### src/cache_pkg.sv
// cache miss handler package with address field widths, vector types and the op and state enums
package cache_pkg;

  localparam int ADDR_W      = 32;
  localparam int DATA_W      = 32;
  localparam int BLOCK_WORDS = 8;
  localparam int SETS        = 16;

  // clog2 that never returns zero, so single-entry fields keep one bit
  function automatic int clog2_safe(int n);
    return (n > 1) ? $clog2(n) : 1;
  endfunction

  function automatic int tag_width(int addr_w, int data_w, int block_words, int sets);
    return addr_w - clog2_safe(data_w / 8) - clog2_safe(block_words) - clog2_safe(sets);
  endfunction

  localparam int LG_SETS  = clog2_safe(SETS);
  localparam int LG_MASK  = clog2_safe(DATA_W / 8);
  localparam int LG_BLOCK = clog2_safe(BLOCK_WORDS);
  localparam int TAG_W    = ADDR_W - LG_MASK - LG_BLOCK - LG_SETS;

  // bit positions inside a status entry
  localparam int STAT_MRU    = 0;
  localparam int STAT_DIRTY0 = 1;
  localparam int STAT_DIRTY1 = 2;

  typedef logic [ADDR_W-1:0]  addr_t;
  typedef logic [TAG_W-1:0]   tag_t;
  typedef logic [LG_SETS-1:0] index_t;
  typedef logic [2:0]         stat_t;  // dirty way 1, dirty way 0, mru
  typedef logic               way_t;

  typedef struct packed {
    logic valid;
    tag_t tag;
  } tag_entry_t;

  typedef enum logic [2:0] {
    OP_LD,
    OP_ST,
    OP_TAGFL,
    OP_AFL,
    OP_AFLINV,
    OP_AINV
  } cache_op_e;

  typedef enum logic [2:0] {
    START,
    FLUSH_OP,
    SEND_EVICT_ADDR,
    SEND_FILL_ADDR,
    SEND_EVICT_DATA,
    GET_FILL_DATA,
    RECOVER,
    DONE
  } miss_state_e;

endpackage

### src/cache_mem_if.sv
// single access port of a cache memory, driven by the miss FSM and served by the memory
`timescale 1ns/10ps

interface cache_mem_if #(
  parameter int WIDTH = 8
);
  import cache_pkg::*;

  logic             v;       // access this cycle
  logic             w;       // write when set, read otherwise
  index_t           addr;
  logic [WIDTH-1:0] data;
  logic [WIDTH-1:0] w_mask;  // only bits set here are written

  modport requester (
    output v,
    output w,
    output addr,
    output data,
    output w_mask
  );

  modport memory (
    input v,
    input w,
    input addr,
    input data,
    input w_mask
  );

endinterface

### src/cache_miss.sv
// miss and maintenance FSM that combines tag and status reads and drives DMA and both memories
`timescale 1ns/10ps

module cache_miss #(
  parameter int ADDR_W      = 32,
  parameter int DATA_W      = 32,
  parameter int BLOCK_WORDS = 8,
  parameter int SETS        = 16
) (
  input  logic                  clk_i,
  input  logic                  reset_i,

  input  logic                  miss_v_i,
  input  cache_pkg::cache_op_e  op_i,
  input  cache_pkg::addr_t      addr_i,

  input  cache_pkg::tag_t [1:0] tags_i,
  input  logic [1:0]            valid_i,
  input  logic [1:0]            hit_i,
  input  logic [1:0]            dirty_i,
  input  logic                  mru_i,

  input  logic                  sbuf_empty_i,
  input  logic                  dma_done_i,
  input  logic                  ack_i,

  output logic                  dma_send_fill_addr_o,
  output logic                  dma_send_evict_addr_o,
  output logic                  dma_get_fill_data_o,
  output logic                  dma_send_evict_data_o,
  output logic                  dma_set_o,
  output cache_pkg::addr_t      dma_addr_o,
  output logic                  recover_o,
  output logic                  done_o,
  output cache_pkg::way_t       chosen_set_o,

  cache_mem_if.requester        tag_if,
  cache_mem_if.requester        stat_if
);
  import cache_pkg::*;

  localparam int MASK_W   = clog2_safe(DATA_W / 8);
  localparam int BLK_W    = clog2_safe(BLOCK_WORDS);
  localparam int IDX_W    = clog2_safe(SETS);
  localparam int TAG_BITS = tag_width(ADDR_W, DATA_W, BLOCK_WORDS, SETS);

  miss_state_e state_r, state_n;
  way_t        chosen_set_r, chosen_set_n;
  logic        stat_flopped_r, stat_flopped_n;
  logic [1:0]  dirty_r, dirty_n;
  logic        mru_r, mru_n;

  tag_t             addr_tag;
  index_t           addr_index;
  way_t             addr_way;
  logic [BLK_W-1:0] addr_word;

  logic is_flush;
  logic is_store;
  logic is_inv;  // maintenance kinds that drop the line

  tag_entry_t [1:0] tag_wdata;
  tag_entry_t [1:0] tag_wmask;

  assign addr_word  = addr_i[MASK_W +: BLK_W];
  assign addr_index = addr_i[MASK_W+BLK_W +: IDX_W];
  assign addr_tag   = addr_i[MASK_W+BLK_W+IDX_W +: TAG_BITS];
  assign addr_way   = addr_i[MASK_W+BLK_W];  // lowest index bit picks the way for a tag flush

  assign is_flush = (op_i != OP_LD) && (op_i != OP_ST);
  assign is_store = (op_i == OP_ST);
  assign is_inv   = (op_i == OP_AINV) || (op_i == OP_AFLINV);

  assign chosen_set_o = chosen_set_r;
  assign tag_if.data   = tag_wdata;
  assign tag_if.w_mask = tag_wmask;

  always_comb begin
    state_n        = state_r;
    chosen_set_n   = chosen_set_r;
    stat_flopped_n = stat_flopped_r;
    dirty_n        = dirty_r;
    mru_n          = mru_r;

    dma_send_fill_addr_o  = 1'b0;
    dma_send_evict_addr_o = 1'b0;
    dma_get_fill_data_o   = 1'b0;
    dma_send_evict_data_o = 1'b0;
    dma_set_o             = 1'b0;
    dma_addr_o            = '0;
    recover_o             = 1'b0;
    done_o                = 1'b0;

    tag_if.v     = 1'b0;
    tag_if.w     = 1'b0;
    tag_if.addr  = addr_index;
    tag_wdata    = '0;
    tag_wmask    = '0;
    stat_if.v    = 1'b0;
    stat_if.w    = 1'b0;
    stat_if.addr = addr_index;
    stat_if.data   = '0;
    stat_if.w_mask = '0;

    case (state_r)
      START: begin
        tag_if.v       = miss_v_i;  // both reads go out together
        stat_if.v      = miss_v_i;
        stat_flopped_n = 1'b0;
        if (miss_v_i) begin
          state_n = is_flush ? FLUSH_OP : SEND_FILL_ADDR;
        end
      end

      SEND_FILL_ADDR: begin
        stat_flopped_n = 1'b1;
        dirty_n = stat_flopped_r ? dirty_r : dirty_i;
        mru_n   = stat_flopped_r ? mru_r : mru_i;
        // an invalid way wins, otherwise the way that is not most recently used
        chosen_set_n = valid_i[0] ? (valid_i[1] ? ~mru_n : 1'b1) : 1'b0;

        dma_send_fill_addr_o = 1'b1;
        dma_addr_o = {addr_tag, addr_index, {(MASK_W+BLK_W){1'b0}}};

        stat_if.v      = dma_done_i;
        stat_if.w      = dma_done_i;
        stat_if.data   = {{2{is_store}}, chosen_set_n};
        stat_if.w_mask = {chosen_set_n, ~chosen_set_n, 1'b1};

        tag_if.v     = dma_done_i;
        tag_if.w     = dma_done_i;
        tag_wdata[0] = '{valid: 1'b1, tag: addr_tag};
        tag_wdata[1] = '{valid: 1'b1, tag: addr_tag};
        tag_wmask[0] = {($bits(tag_entry_t)){~chosen_set_n}};
        tag_wmask[1] = {($bits(tag_entry_t)){chosen_set_n}};

        if (dma_done_i) begin
          state_n = (dirty_n[chosen_set_n] & valid_i[chosen_set_n])
                  ? SEND_EVICT_ADDR : GET_FILL_DATA;
        end
      end

      FLUSH_OP: begin
        dirty_n = dirty_i;
        chosen_set_n = (op_i == OP_TAGFL) ? addr_way : hit_i[1];

        stat_if.v      = 1'b1;
        stat_if.w      = 1'b1;
        stat_if.data   = {2'b00, ~chosen_set_n};
        stat_if.w_mask = {chosen_set_n, ~chosen_set_n, 1'b1};

        tag_if.v           = 1'b1;
        tag_if.w           = 1'b1;
        tag_wmask[0].valid = is_inv & ~chosen_set_n;
        tag_wmask[1].valid = is_inv & chosen_set_n;

        state_n = ((op_i != OP_AINV) & dirty_n[chosen_set_n] & valid_i[chosen_set_n])
                ? SEND_EVICT_ADDR : RECOVER;
      end

      SEND_EVICT_ADDR: begin
        dma_send_evict_addr_o = 1'b1;
        dma_addr_o = {tags_i[chosen_set_r], addr_index, {(MASK_W+BLK_W){1'b0}}};
        if (dma_done_i) begin
          state_n = SEND_EVICT_DATA;
        end
      end

      SEND_EVICT_DATA: begin
        dma_send_evict_data_o = sbuf_empty_i;  // store buffer must drain first
        dma_set_o  = chosen_set_r;
        dma_addr_o = {tags_i[chosen_set_r], addr_index, {(MASK_W+BLK_W){1'b0}}};
        if (dma_done_i) begin
          state_n = is_flush ? RECOVER : GET_FILL_DATA;
        end
      end

      GET_FILL_DATA: begin
        dma_get_fill_data_o = sbuf_empty_i;
        dma_set_o  = chosen_set_r;
        dma_addr_o = {addr_tag, addr_index, addr_word, {MASK_W{1'b0}}};
        if (dma_done_i) begin
          state_n = RECOVER;
        end
      end

      RECOVER: begin
        recover_o = 1'b1;
        state_n   = DONE;
      end

      DONE: begin
        done_o = 1'b1;
        if (ack_i) begin
          state_n = START;
        end
      end

      default: begin
        state_n = START;
      end
    endcase
  end

  always_ff @(posedge clk_i) begin
    if (reset_i) begin
      state_r        <= START;
      chosen_set_r   <= 1'b0;
      stat_flopped_r <= 1'b0;
    end else begin
      state_r        <= state_n;
      chosen_set_r   <= chosen_set_n;
      stat_flopped_r <= stat_flopped_n;
    end
  end

  always_ff @(posedge clk_i) begin
    dirty_r <= dirty_n;
    mru_r   <= mru_n;
  end

endmodule

### src/cache_miss_top.sv
// cache miss handler top level that joins the tag memory, the status memory and the miss FSM
`timescale 1ns/10ps

module cache_miss_top #(
  parameter int ADDR_W      = cache_pkg::ADDR_W,
  parameter int DATA_W      = cache_pkg::DATA_W,
  parameter int BLOCK_WORDS = cache_pkg::BLOCK_WORDS,
  parameter int SETS        = cache_pkg::SETS
) (
  input  logic                 clk_i,
  input  logic                 reset_i,
  input  logic                 miss_v_i,
  input  cache_pkg::cache_op_e op_i,
  input  cache_pkg::addr_t     addr_i,
  input  logic                 sbuf_empty_i,
  input  logic                 dma_done_i,
  input  logic                 ack_i,
  output logic                 dma_send_fill_addr_o,
  output logic                 dma_send_evict_addr_o,
  output logic                 dma_get_fill_data_o,
  output logic                 dma_send_evict_data_o,
  output logic                 dma_set_o,
  output cache_pkg::addr_t     dma_addr_o,
  output logic                 recover_o,
  output logic                 done_o,
  output cache_pkg::way_t      chosen_set_o
);
  import cache_pkg::*;

  localparam int TAG_BITS = tag_width(ADDR_W, DATA_W, BLOCK_WORDS, SETS);
  localparam int TAG_LSB  = ADDR_W - TAG_BITS;

  tag_t [1:0] tags;
  logic [1:0] valid;
  logic [1:0] hit;
  logic [1:0] dirty;
  logic       mru;
  tag_t       addr_tag;

  assign addr_tag = addr_i[TAG_LSB +: TAG_BITS];

  cache_mem_if #(.WIDTH(2 * $bits(tag_entry_t))) tag_if ();
  cache_mem_if #(.WIDTH($bits(stat_t)))          stat_if ();

  cache_tag_mem #(
    .SETS  (SETS),
    .TAG_W (TAG_BITS)
  ) tag_mem_i (
    .clk_i      (clk_i),
    .reset_i    (reset_i),
    .mem_if     (tag_if.memory),
    .addr_tag_i (addr_tag),
    .tags_o     (tags),
    .valid_o    (valid),
    .hit_o      (hit)
  );

  cache_stat_mem #(
    .SETS (SETS)
  ) stat_mem_i (
    .clk_i   (clk_i),
    .reset_i (reset_i),
    .mem_if  (stat_if.memory),
    .dirty_o (dirty),
    .mru_o   (mru)
  );

  cache_miss #(
    .ADDR_W      (ADDR_W),
    .DATA_W      (DATA_W),
    .BLOCK_WORDS (BLOCK_WORDS),
    .SETS        (SETS)
  ) miss_i (
    .clk_i                 (clk_i),
    .reset_i               (reset_i),
    .miss_v_i              (miss_v_i),
    .op_i                  (op_i),
    .addr_i                (addr_i),
    .tags_i                (tags),
    .valid_i               (valid),
    .hit_i                 (hit),
    .dirty_i               (dirty),
    .mru_i                 (mru),
    .sbuf_empty_i          (sbuf_empty_i),
    .dma_done_i            (dma_done_i),
    .ack_i                 (ack_i),
    .dma_send_fill_addr_o  (dma_send_fill_addr_o),
    .dma_send_evict_addr_o (dma_send_evict_addr_o),
    .dma_get_fill_data_o   (dma_get_fill_data_o),
    .dma_send_evict_data_o (dma_send_evict_data_o),
    .dma_set_o             (dma_set_o),
    .dma_addr_o            (dma_addr_o),
    .recover_o             (recover_o),
    .done_o                (done_o),
    .chosen_set_o          (chosen_set_o),
    .tag_if                (tag_if.requester),
    .stat_if               (stat_if.requester)
  );

endmodule

### src/cache_stat_mem.sv
// per-set dirty pair and mru bit array with registered read and bitwise masked write
`timescale 1ns/10ps

module cache_stat_mem #(
  parameter int SETS = 16
) (
  input  logic        clk_i,
  input  logic        reset_i,
  cache_mem_if.memory mem_if,
  output logic [1:0]  dirty_o,
  output logic        mru_o
);
  import cache_pkg::*;

  stat_t stat_r [SETS];
  stat_t rd_r;
  stat_t wdata;
  stat_t wmask;

  assign wdata = mem_if.data;
  assign wmask = mem_if.w_mask;

  always_ff @(posedge clk_i) begin
    if (reset_i) begin
      for (int s = 0; s < SETS; s++) begin
        stat_r[s] <= '0;
      end
    end else if (mem_if.v & mem_if.w) begin
      stat_r[mem_if.addr] <= (stat_r[mem_if.addr] & ~wmask) | (wdata & wmask);
    end
  end

  always_ff @(posedge clk_i) begin
    if (reset_i) begin
      rd_r <= '0;
    end else if (mem_if.v & ~mem_if.w) begin
      rd_r <= stat_r[mem_if.addr];
    end
  end

  assign dirty_o = {rd_r[STAT_DIRTY1], rd_r[STAT_DIRTY0]};
  assign mru_o   = rd_r[STAT_MRU];

endmodule

### src/cache_tag_mem.sv
// two-way tag and valid array with registered read, per-way hit vector and masked write
`timescale 1ns/10ps

module cache_tag_mem #(
  parameter int SETS  = 16,
  parameter int TAG_W = 23
) (
  input  logic                  clk_i,
  input  logic                  reset_i,
  cache_mem_if.memory           mem_if,
  input  cache_pkg::tag_t       addr_tag_i,
  output cache_pkg::tag_t [1:0] tags_o,
  output logic [1:0]            valid_o,
  output logic [1:0]            hit_o
);
  import cache_pkg::*;

  tag_entry_t [1:0] wdata;
  tag_entry_t [1:0] wmask;

  logic [TAG_W-1:0] tag_r [SETS][2];
  logic [1:0]       valid_r [SETS];

  logic [TAG_W-1:0] rd_tag_r [2];
  logic [1:0]       rd_valid_r;

  logic wr_en;
  logic rd_en;

  assign wdata = mem_if.data;
  assign wmask = mem_if.w_mask;
  assign wr_en = mem_if.v & mem_if.w;
  assign rd_en = mem_if.v & ~mem_if.w;

  always_ff @(posedge clk_i) begin
    if (reset_i) begin
      for (int s = 0; s < SETS; s++) begin
        valid_r[s] <= 2'b00;
      end
    end else if (wr_en) begin
      for (int k = 0; k < 2; k++) begin
        if (wmask[k].valid) begin
          valid_r[mem_if.addr][k] <= wdata[k].valid;
        end
      end
    end
  end

  // tag bits are merged under the mask
  always_ff @(posedge clk_i) begin
    if (wr_en) begin
      for (int k = 0; k < 2; k++) begin
        tag_r[mem_if.addr][k] <= (tag_r[mem_if.addr][k] & ~wmask[k].tag)
                               | (wdata[k].tag & wmask[k].tag);
      end
    end
  end

  always_ff @(posedge clk_i) begin
    if (rd_en) begin
      rd_tag_r[0] <= tag_r[mem_if.addr][0];
      rd_tag_r[1] <= tag_r[mem_if.addr][1];
    end
  end

  always_ff @(posedge clk_i) begin
    if (reset_i) begin
      rd_valid_r <= 2'b00;
    end else if (rd_en) begin
      rd_valid_r <= valid_r[mem_if.addr];  // writes leave the held line alone
    end
  end

  always_comb begin
    for (int k = 0; k < 2; k++) begin
      tags_o[k] = rd_tag_r[k];
      hit_o[k]  = rd_valid_r[k] & (rd_tag_r[k] == addr_tag_i);
    end
  end

  assign valid_o = rd_valid_r;

endmodule

### config.mk
export PLATFORM = sky130hd
export DESIGN_NAME = cache_miss_top
export DESIGN_NICKNAME = d
export VERILOG_FILES = /design/src/cache_pkg.sv /design/src/cache_mem_if.sv /design/src/cache_miss.sv /design/src/cache_miss_top.sv /design/src/cache_stat_mem.sv /design/src/cache_tag_mem.sv
export SDC_FILE = /design/constraint.sdc
export NUM_CORES = 1
export LEC_CHECK = 0
export BUFFER_PORTS_ARGS = -buffer_cell sky130_fd_sc_hd__buf_2
export CAP_MARGIN = 40
export CORE_MARGIN = 1
export CORE_UTILIZATION = 50
export DETAILED_ROUTE_END_ITERATION = 10
export PLACE_DENSITY_LB_ADDON = 0.12
export SETUP_SLACK_MARGIN = 0.3
export SLEW_MARGIN = 20
export SYNTH_ARGS = -nofsm -noshare
export SYNTH_HDL_FRONTEND = slang
export SYNTH_SLANG_ARGS = --single-unit
### constraint.sdc
create_clock -name clk_i -period 4.5 [get_ports clk_i]
set_input_delay 0 -clock clk_i [delete_from_list [all_inputs] [get_ports clk_i]]
set_output_delay 0 -clock clk_i [all_outputs]
set_load 0.005 [all_outputs]
==> out/qor.txt, run 1 <==
grt total ovfl: 0
Top delay family on crit path: buffers and inverters
GRT Overall Usage: 0.2351
first-pass GRT wire length: 123.3 mm
Rows: 97
Synth area leaders: edfxtp_1 (72%), mux4_2 (12%), mux4_1 (4.5%)
Worst Hold Launch: addr_i[27]
Worst-path clk slew: 0.06 ns
fraction of the cycle the final worst path needs: 0.7790
Synth Warn #: 0
initial antenna violation count: 7
CTS tree: done
sequential cell area: 26,180 sq um
Max rail drop VDD: 0.3471 mV
post-DP HPWL: 46.56 mm
vias in the first global route: 17,940
total power: 19.25 mW
WP data required: 5.08 ns
Area growth syn-to-layout: 13.04%
Max Clock Skew: 0.01764 ns
internal reg-to-reg setup slack: 0.99 ns
total CTS buffers: 89
Routed WL: 84.30 mm
RSZ-0062 raised after global routing: false
maxcap violations: 0
FF-to-FF Start: miss_i.state_r[0]$_SDFFE_PP0P_
clk_lat worst skew: 0.64 ns
critical path arrival: 4.08 ns
Most Frequent Cell on Critical Path: dlygate4sd3_1
Finished Core Util: 0.5755
Max Freq: 285.3 MHz
top cells by count, synth: edfxtp_1 (865), mux4_2 (189), nor2_1 (93), mux4_1 (61), mux2_2 (42)
Int Power: 14.49 mW
Layout Nets: 1,920
routed len/inst: 29.18 um
min Tclk post-route: 3.505 ns
register share of total power: 0.506
Post-Syn Instances: 1,733
Iter 0 DRT Violations: 1,649
Seq/Total Area, Yosys: 0.7291
Max stage delay cell, worst path: buf_4
die area: 72,870 sq um
Mapped Area: 35,900 sq um
DRC: 0
switching pwr: 4.768 mW
Final Instance Area: 40,580 sq um
syn_area_per_cell: 20.71 sq um
R2R Path End: miss_i.state_r[1]$_SDFFE_PP0P_
Final Setup Violations: 0
Die H: 270.0 um
Multi-input gate area: 8996 sq um
Post-synth EDFFs: 865
power per cell area: 474.5 nW/um^2
Clock Sinks: 875
count leader, synth: edfxtp_1
hold endpoint: tag_mem_i.tag_r[8][41]$_DFFE_PP_
I/O pins: 81
core area: 70,510 sq um
Final TNS setup: 0 ns
DR pass1 iterations: 7
CTS Buffer Depth: 3
cells on worst reg2reg path: 8
fraction of registers with async set/reset: 0
Starting Density: 0.5091
CP endpoint kind: flop
CP Cell Sequence: buf_4 -> nand2_1 -> o221ai_1 -> dlygate4sd3_1 -> o31ai_1 -> dlygate4sd3_1 -> a311oi_1 -> dlygate4sd3_1
slew margin rel.: 0.3379
largest net degree at the start of global routing: 100
Detail Route Antenna Nets: 0
via count: 17,670
I/O Buffers: 76
Top FF cell, synth: edfxtp_1
Final Hold Fails: 0
Synth Register Bits: 875
CP Class: flop to flop
root buffer cell: clkbuf_16
share of the synthesized area in the top cell type: 0.7236
clock network fraction of total power: 0.369
Net Sw Frac: 0.2476
Hold Path Class: input pin to flop
hold_ws: 0.02593 ns
Routability Congestion: 0.7848
LEAKAGE: 13.16 nW
layout cells sized above 1: 0.2740
Worst Hold Depth: 2
Vias/cell: 6.117
Yosys cell types: 61
Slew Limit Fails: 0
worst-margin pin slew: 0.9931 ns
crit path max fanout: 58
H-tree levels: 3
Post-DP Area: 37,520 sq um
CP bufs+invs: 4
Resized Gates After CTS: 0
diode count: 0
run status: complete, no violations
Fillers: 5,157
CP startpoint kind: flop
Die X-Extent: 270.0 um
Logic pwr share: 0.125
Synth area leader: edfxtp_1
CP max stage delay: 0.66 ns
[placed cells by master, fill, tap and decap left out, drive strengths merged, types with 3 or more instances in the layout]
| cell type | count |
|---|---|
| o21ai | 12 |
| mux2i | 27 |
| or2 | 8 |
| buf | 136 |
| a31oi | 3 |
| nor3 | 38 |
| inv | 26 |
| mux4 | 250 |
| and2 | 3 |
| edfxtp | 865 |
| a211oi | 6 |
| mux2 | 43 |
| o21bai | 33 |
| nand2b | 23 |
| nor2b | 21 |
| a21oi | 28 |
| nor3b | 15 |
| nor4 | 13 |
| xnor2 | 12 |
| clkinv | 37 |
| nand2 | 38 |
| xor2 | 12 |
| dlygate4sd3 | 22 |
| dfxtp | 10 |
| clkbuf | 115 |
| nand4 | 3 |
| bufinv | 6 |
| nor2 | 93 |
| a22oi | 8 |
| or3 | 9 |
| nand3 | 9 |
[flip-flops by register name, indices dropped and copies added (netlist names), 2 cells and up]
| register | cells |
|---|---|
| tag_mem_i.rd_tag_r | 46 |
| stat_mem_i.stat_r | 48 |
| stat_mem_i.rd_r | 3 |
| tag_mem_i.valid_r | 32 |
| tag_mem_i.tag_r | 736 |
| tag_mem_i.valid_o | 2 |
| miss_i.dirty_r | 2 |
| miss_i.state_r | 3 |
[final cells by class]
cell class,instances,share of cell area
tap,940,0.02898
sequential,875,0.6451
clock buffer,114,0.05824
clock inverter,47,0.01036
inverter,23,0.002189
multi-input combinational,731,0.2217
timing repair buffer,159,0.03345
[stage by stage]
stage | worst slack, ns | instances
detailed placement | 1.139 | 2703
finish | 0.9945 | 2889
CTS | 1.125 | 2886
floorplan | 0.5170 | 1734
global placement | 1.163 | 2692
global route | 0.8440 | 2889
[routing by layer]
layer / global-route usage / up-vias / wire, um
met2: 0.3646 / 635 / 39780
met5: 0 / - / 53
met4: 0.05936 / 8 / 1730
met1: 0.3476 / 9418 / 37010
met3: 0.04259 / 115 / 5736
li1: - / 7496 / -
[timing repair]
| item | 4_1_cts | 5_1_grt |
|---|---|---|
| setup buffers | 0 | 0 |
| setup endpoints to repair | 0 | 0 |
| endpoints found under the hold margin | 237 | 0 |
| hold buffers | 22 | 0 |
[power groups by stage]
stage / Clock, mW / Sequential (mW) / Combinational [mW]
2_1_floorplan: 0 / 9.85 / 1.42
3_3_place_gp: 0 / 9.89 / 2.27
3_5_place_dp: 0 / 9.91 / 2.36
4_1_cts: 7.22 / 9.74 / 2.41
5_1_grt: 7.52 / 9.76 / 2.60
6_report: 7.10 / 9.74 / 2.41
[worst max path at each step]
| stage | slack (ns) | cells after the start | end | startpoint |
|---|---|---|---|---|
| final | 0.99 | 8 | miss_i.state_r[1]$_SDFFE_PP0P_ | miss_i.state_r[0]$_SDFFE_PP0P_ |
| after global routing | 0.84 | 8 | miss_i.state_r[1]$_SDFFE_PP0P_ | miss_i.state_r[0]$_SDFFE_PP0P_ |
| after CTS | 1.12 | 7 | tag_mem_i.tag_r[8][40]$_DFFE_PP_ | miss_i.state_r[2]$_SDFFE_PP0P_ |
| after detailed placement | 1.14 | 7 | tag_mem_i.tag_r[8][13]$_DFFE_PP_ | miss_i.state_r[2]$_SDFFE_PP0P_ |
| after global placement | 1.16 | 7 | tag_mem_i.tag_r[7][30]$_DFFE_PP_ | miss_i.state_r[2]$_SDFFE_PP0P_ |
| after floorplan | 0.52 | 4 | stat_mem_i.rd_r[1]$_SDFFE_PP0P_ | miss_i.state_r[2]$_SDFFE_PP0P_ |
[cells by family after synthesis]
family,synth area share
XOR/XNOR,0.005855
buffers and inverters,0.02133
other,0.0001045
multiplexers,0.1843
AO/OA/AOI/OAI,0.01955
AND/OR/NAND/NOR,0.03966
flip-flops,0.7291
Power figures use the tool's default switching activity.
==> run 2: changes to the inputs <==
Settings changed: ABC_AREA from default to 1.
Clock period 4.5 ns to 3.4 ns, I/O delays scaled along.
==> run 2 against run 1 <==
Effect of this change:
- utilization is 0.91 points higher
- final cell count is 25% higher
- sequential cell count stayed put
- combinational power is 40% higher
- routed wire length is 10% higher
- critical path type is now flop to output pin
- critical endpoint is now dma_addr_o[22]
- largest power group unchanged
- highest routed layer is now met4
==> out/qor.txt, run 2 <==
run status: complete, no violations
Final Setup Violations: 0
switching pwr: 6.689 mW
Hold Path Class: input pin to flop
GRT Overall Usage: 0.2634
largest net degree at the start of global routing: 67
Net Sw Frac: 0.2585
core area: 68,590 sq um
Max rail drop VDD: 0.4608 mV
Top FF cell, synth: edfxtp_1
root buffer cell: clkbuf_16
max reg flops: 736
Worst Hold Depth: 5
Finished Core Util: 0.5846
Layout Nets: 2,650
CP max stage delay: 0.70 ns
H-tree levels: 3
Final Hold Fails: 0
Final TNS setup: 0 ns
Synth Register Bits: 875
WP data required: 3.40 ns
RSZ-0062 raised after global routing: true
crit path max fanout: 36
Synth Warn #: 0
count leader, synth: edfxtp_1
Most Frequent Cell on Critical Path: inv_1
CP Cell Sequence: inv_1 -> nand3_1 -> buf_12 -> nand2_1 -> inv_1 -> buf_4 -> o22ai_1 -> buf_2
most common cell after layout, fill and taps aside: edfxtp_1
Synth area leader: edfxtp_1
cells on worst reg2reg path: 12
Max stage delay cell, worst path: o22ai_1
share of the synthesized area in the top cell type: 0.7495
critical path arrival: 3.01 ns
final non-filler cell total: 3,611
Logic pwr share: 0.130
die area: 70,370 sq um
Worst Hold Launch: addr_i[8]
most frequent cells in the layout: edfxtp_1 (865), a22oi_1 (385), nand2_1 (238), a21oi_1 (207), nor2_1 (132)
R2R Path End: miss_i.state_r[2]$_SDFFE_PP0P_
total CTS buffers: 89
CP endpoint kind: output pin
Synth area leaders: edfxtp_1 (75%), a22oi_1 (8.3%), a21oi_1 (3.0%)
Max Clock Skew: 0.02491 ns
grt total ovfl: 0
Area growth syn-to-layout: 15.69%
CP Class: flop to output pin
syn_area_per_cell: 14.27 sq um
Placed Cells: 3,397
worst-margin pin slew: 0.8864 ns
I/O pins: 81
routed len/inst: 25.77 um
Detail Route Antenna Nets: 0
Vias/cell: 6.016
clk_lat worst skew: 0.65 ns
hold_ws: 0.05016 ns
vias in the first global route: 20,830
LEAKAGE: 13.43 nW
top cells by count, synth: edfxtp_1 (865), a22oi_1 (385), nand2_1 (240), a21oi_1 (207), nor2_1 (149)
Yosys cell types: 45
Max Freq: 332.2 MHz
Rows: 96
Routed WL: 93.06 mm
Iter 0 DRT Violations: 2,439
register share of total power: 0.505
FF-to-FF Start: miss_i.state_r[2]$_SDFFE_PP0P_
Die H: 265.3 um
CTS Buffer Depth: 3
Slew Limit Fails: 0
min Tclk post-route: 3.010 ns
fraction of registers with async set/reset: 0
CP startpoint kind: flop
via count: 21,720
CTS tree: done
Clock Sinks: 875
Worst-path clk slew: 0.06 ns
Seq/Total Area, Yosys: 0.7553
fraction of the cycle the final worst path needs: 0.8852
post-DP HPWL: 50.65 mm
slew margin rel.: 0.4051
hold endpoint: tag_mem_i.valid_o[1]$_SDFFE_PP0P_
Routability Congestion: 0.8322
Biggest register: tag_mem_i.tag_r
Starting Density: 0.5053
clock network fraction of total power: 0.364
DR pass1 iterations: 6
Int Power: 19.18 mW
initial antenna violation count: 1
Mapped Area: 34,660 sq um
Die X-Extent: 265.3 um
first-pass GRT wire length: 135.2 mm
Post-synth EDFFs: 865
biggest regs: tag_mem_i.tag_r (736), stat_mem_i.stat_r (48), tag_mem_i.rd_tag_r (46)
maxcap violations: 0
internal reg-to-reg setup slack: 0.40 ns
total power: 25.87 mW
layout cells sized above 1: 0.1459
DRC: 0
I/O Buffers: 76
power per cell area: 645.3 nW/um^2
Post-Syn Instances: 2,428
run 2: per-layer routing:
metal	GRT usage	part of all wire	vias to the layer above
met5	0	0	-
met4	0.08280	0.023	0
met3	0.04758	0.086	153
met2	0.4078	0.46	1017
met1	0.3807	0.43	10880
li1	-	-	9671
run 2: how the worst max path moves through the flow:
| stage | end | slack [ns] | cells after the start | from |
|---|---|---|---|---|
| detailed placement | tag_mem_i.valid_r[3][0]$_SDFFCE_PN0P_ | 0.52 | 9 | miss_i.state_r[2]$_SDFFE_PP0P_ |
| CTS | miss_i.state_r[2]$_SDFFE_PP0P_ | 0.31 | 12 | miss_i.state_r[2]$_SDFFE_PP0P_ |
| finish | dma_addr_o[22] | 0.39 | 8 | miss_i.state_r[2]$_SDFFE_PP0P_ |
| global route | miss_i.state_r[2]$_SDFFE_PP0P_ | 0.18 | 12 | miss_i.state_r[2]$_SDFFE_PP0P_ |
| global placement | tag_mem_i.valid_r[3][0]$_SDFFCE_PN0P_ | 0.57 | 9 | miss_i.state_r[2]$_SDFFE_PP0P_ |
| floorplan | tag_mem_i.tag_r[11][0]$_DFFE_PP_ | -0.20 | 7 | miss_i.state_r[0]$_SDFFE_PP0P_ |
run 2: through the flow:
stage | worst slack (ns) | cell area, sq um
2_1_floorplan | -0.1956 | 34680
3_3_place_gp | 0.5678 | 36750
3_5_place_dp | 0.5207 | 36810
4_1_cts | 0.3078 | 39780
5_1_grt | 0.1817 | 40090
6_report | 0.3902 | 40090
run 2: logic make-up (layout without fill, tap and decap cells):
group	after synthesis	after routing	synth area share
flip-flops	875	875	0.7553
AO/OA/AOI/OAI	744	744	0.1409
AND/OR/NAND/NOR	529	529	0.06737
buffers and inverters	275	525	0.03534
XOR/XNOR	3	3	0.0007583
other	1	3	0.0001082
multiplexers	1	1	0.0002888
run 2: power by group through the flow:
stage / Sequential, mW / Clock [mW] / Combinational [mW]
after floorplan: 13.2 / 0 / 1.79
after global placement: 13.3 / 0 / 3.11
after detailed placement: 13.3 / 0 / 3.19
after CTS: 13.1 / 9.57 / 3.24
after global routing: 13.1 / 9.97 / 3.64
final: 13.1 / 9.43 / 3.37
run 2: area by class of cell:
| type | count | area [sq um] |
|---|---|---|
| multi-input cells | 1279 | 7410 |
| clock buffers | 108 | 2320 |
| flip-flops and latches | 875 | 26180 |
| diodes | 1 | 2.502 |
| fillers | 5334 | 28490 |
| inverters | 127 | 489.2 |
| clock inverters | 53 | 473.0 |
| well taps | 931 | 1165 |
| repair buffers | 237 | 2059 |
run 2: repair_timing:
action / CTS / global route
gates resized for setup: 0 / 7
endpoints found under the setup margin: 0 / 11
hold buffers: 17 / 13
setup buffers: 0 / 2
endpoints found under the hold margin: 82 / 21
run 2: worst max-delay path: cells and delay by family, from the launching register on:
family                 cells  cell delay [ns]
buffers and inverters      5             0.98
AOI/OAI and AO/OA          1             0.70
DFF                        1             0.37
and+or+nand+nor            2             0.28
==> run 3: changes to the inputs <==
Settings changed: CELL_PAD_IN_SITES_DETAIL_PLACEMENT from default to 0, CELL_PAD_IN_SITES_GLOBAL_PLACEMENT from default to 2, CORE_UTILIZATION 50 to 41, TNS_END_PERCENT from default to 10.
Clock period 3.4 ns to 2.6 ns, I/O delays scaled along.
==> run 3 against run 2 <==
Effect of this change:
- via count fell by 0.35%
- global-route usage decreased by 2.4 points
- first-iteration DRC count down 23%
- die area increased by 22%
- routed wire length rose by 10%
- register-to-register slack worse by 0.15 ns
- sequential cell count unchanged
- largest power group unchanged
==> out/qor.txt, run 3 (same netlist as run 2, synthesis figures left out) <==
Placed Cells: 3,690
DR pass1 iterations: 5
core area: 83,690 sq um
CTS Buffer Depth: 3
Starting Density: 0.4141
CP Cell Sequence: inv_1 -> nand3_1 -> buf_4 -> o21ai_4 -> inv_6 -> buf_4 -> nor2_4 -> buf_4
Biggest register: tag_mem_i.tag_r
Final Hold Fails: 0
largest net degree at the start of global routing: 57
Worst-path clk slew: 0.06 ns
min Tclk post-route: 2.345 ns
Final TNS setup: 0 ns
CP Class: flop to flop
Finished Core Util: 0.4982
hold_ws: 0.02602 ns
grt total ovfl: 0
die area: 85,700 sq um
Max stage delay cell, worst path: nor2_4
Multi-input gate area: 7652 sq um
Detail Route Antenna Nets: 0
Fillers: 7,145
WP data required: 2.95 ns
Die X-Extent: 292.7 um
CP Depth: 8
I/O Buffers: 76
GRT Overall Usage: 0.2394
sequential cell area: 26,180 sq um
via count: 21,650
CP bufs+invs: 5
Max Freq: 426.4 MHz
run status: complete, no violations
Final Setup Violations: 0
Hold Path Class: input pin to flop
vias in the first global route: 21,590
CP startpoint kind: flop
DRC: 0
Max rail drop VDD: 0.6023 mV
post-DP HPWL: 58.14 mm
H-tree levels: 3
Vias/cell: 5.581
routed len/inst: 26.48 um
Rows: 106
Routability Congestion: 0.8033
root buffer cell: clkbuf_16
Iter 0 DRT Violations: 1,870
Slew Limit Fails: 0
I/O pins: 81
Clock Sinks: 875
layout cells sized above 1: 0.1953
Layout Nets: 2,711
clk_lat worst skew: 0.66 ns
most common cell after layout, fill and taps aside: edfxtp_1
CP max stage delay: 0.50 ns
slew margin rel.: 0.5789
RSZ-0062 raised after global routing: true
max reg flops: 736
worst-margin pin slew: 0.6307 ns
cells on worst reg2reg path: 8
final non-filler cell total: 3,879
power per cell area: 838.8 nW/um^2
Most Frequent Cell on Critical Path: buf_4
CP endpoint kind: flop
initial antenna violation count: 6
Post-DP Area: 38,320 sq um
fraction of the cycle the final worst path needs: 0.9020
Top delay family on crit path: buffers and inverters
CTS tree: done
Routed WL: 102.7 mm
LEAKAGE: 14.05 nW
Area growth syn-to-layout: 20.30%
maxcap violations: 0
Final Instance Area: 41,690 sq um
Worst Hold Depth: 4
most frequent cells in the layout: edfxtp_1 (865), a22oi_1 (385), nand2_1 (234), a21oi_1 (207), buf_4 (125)
biggest regs: tag_mem_i.tag_r (736), stat_mem_i.stat_r (48), tag_mem_i.rd_tag_r (46)
Max Clock Skew: 0.02607 ns
total CTS buffers: 92
Die H: 292.7 um
first-pass GRT wire length: 147.9 mm
crit path max fanout: 16
critical path arrival: 2.69 ns
run 3: cell count changes in the layout (fill, tap and decap cells not counted), sizes merged:
cell / before / now
bufinv: 7 / 6
clkinv: 42 / 51
clkbuf: 117 / 109
buf: 198 / 282
inv: 128 / 127
dlygate4sd3: 30 / 12
run 3: through the flow:
stage,setup slack (ns),power [mW]
floorplan,0.01537,19.70
global placement,0.1114,22.24
detailed placement,0.1106,22.31
CTS,0.1437,35.07
global route,0.08416,36.21
finish,0.2547,34.97
run 3: repair_timing:
item	CTS	global route
setup endpoints to repair	180	863
resized for setup	23	44
buffers inserted	0	4
hold buffers	11	1
pin swaps	0	8
hold endpoints to repair	55	2
gates cloned	0	2
run 3: layout make-up:
cell class	instances	area share
flip-flops and latches	875	0.6280
well taps	1134	0.03403
clock buffers	108	0.05717
repair buffers	295	0.07305
multi-input cells	1279	0.1835
inverters	127	0.01191
clock inverters	60	0.01227
diodes	1	0.00006002
run 3: tightest hold or removal path: stages:
cell and delay (ns):
buf_2 0.11, inv_1 0.10, o21ai_1 0.14, buf_4 0.19
run 3: final timing paths:
path                                    from                               end  slack (ns)
max           miss_i.state_r[2]$_SDFFE_PP0P_  tag_mem_i.tag_r[12][2]$_DFFE_PP_        0.25
min                               addr_i[28]  tag_mem_i.tag_r[0][19]$_DFFE_PP_        0.03
max reg2reg   miss_i.state_r[2]$_SDFFE_PP0P_  tag_mem_i.tag_r[12][2]$_DFFE_PP_        0.25
min reg2reg  stat_mem_i.rd_r[0]$_SDFFE_PP0P_   stat_mem_i.rd_r[0]$_SDFFE_PP0P_        0.54
run 3: report_power, final:
group | internal (mW) | switching, mW | total, mW
Clock | 7.18 | 5.48 | 12.7
Sequential | 16.8 | 0.275 | 17.0
Combinational | 1.74 | 3.52 | 5.26
run 3: metal layers:
layer	wire, um	vias to the layer above	track usage
met1	46120	11080	0.3407
met3	5902	120	0.03270
met5	8	-	0
met4	1989	2	0.06283
li1	-	9793	-
met2	48680	658	0.3867
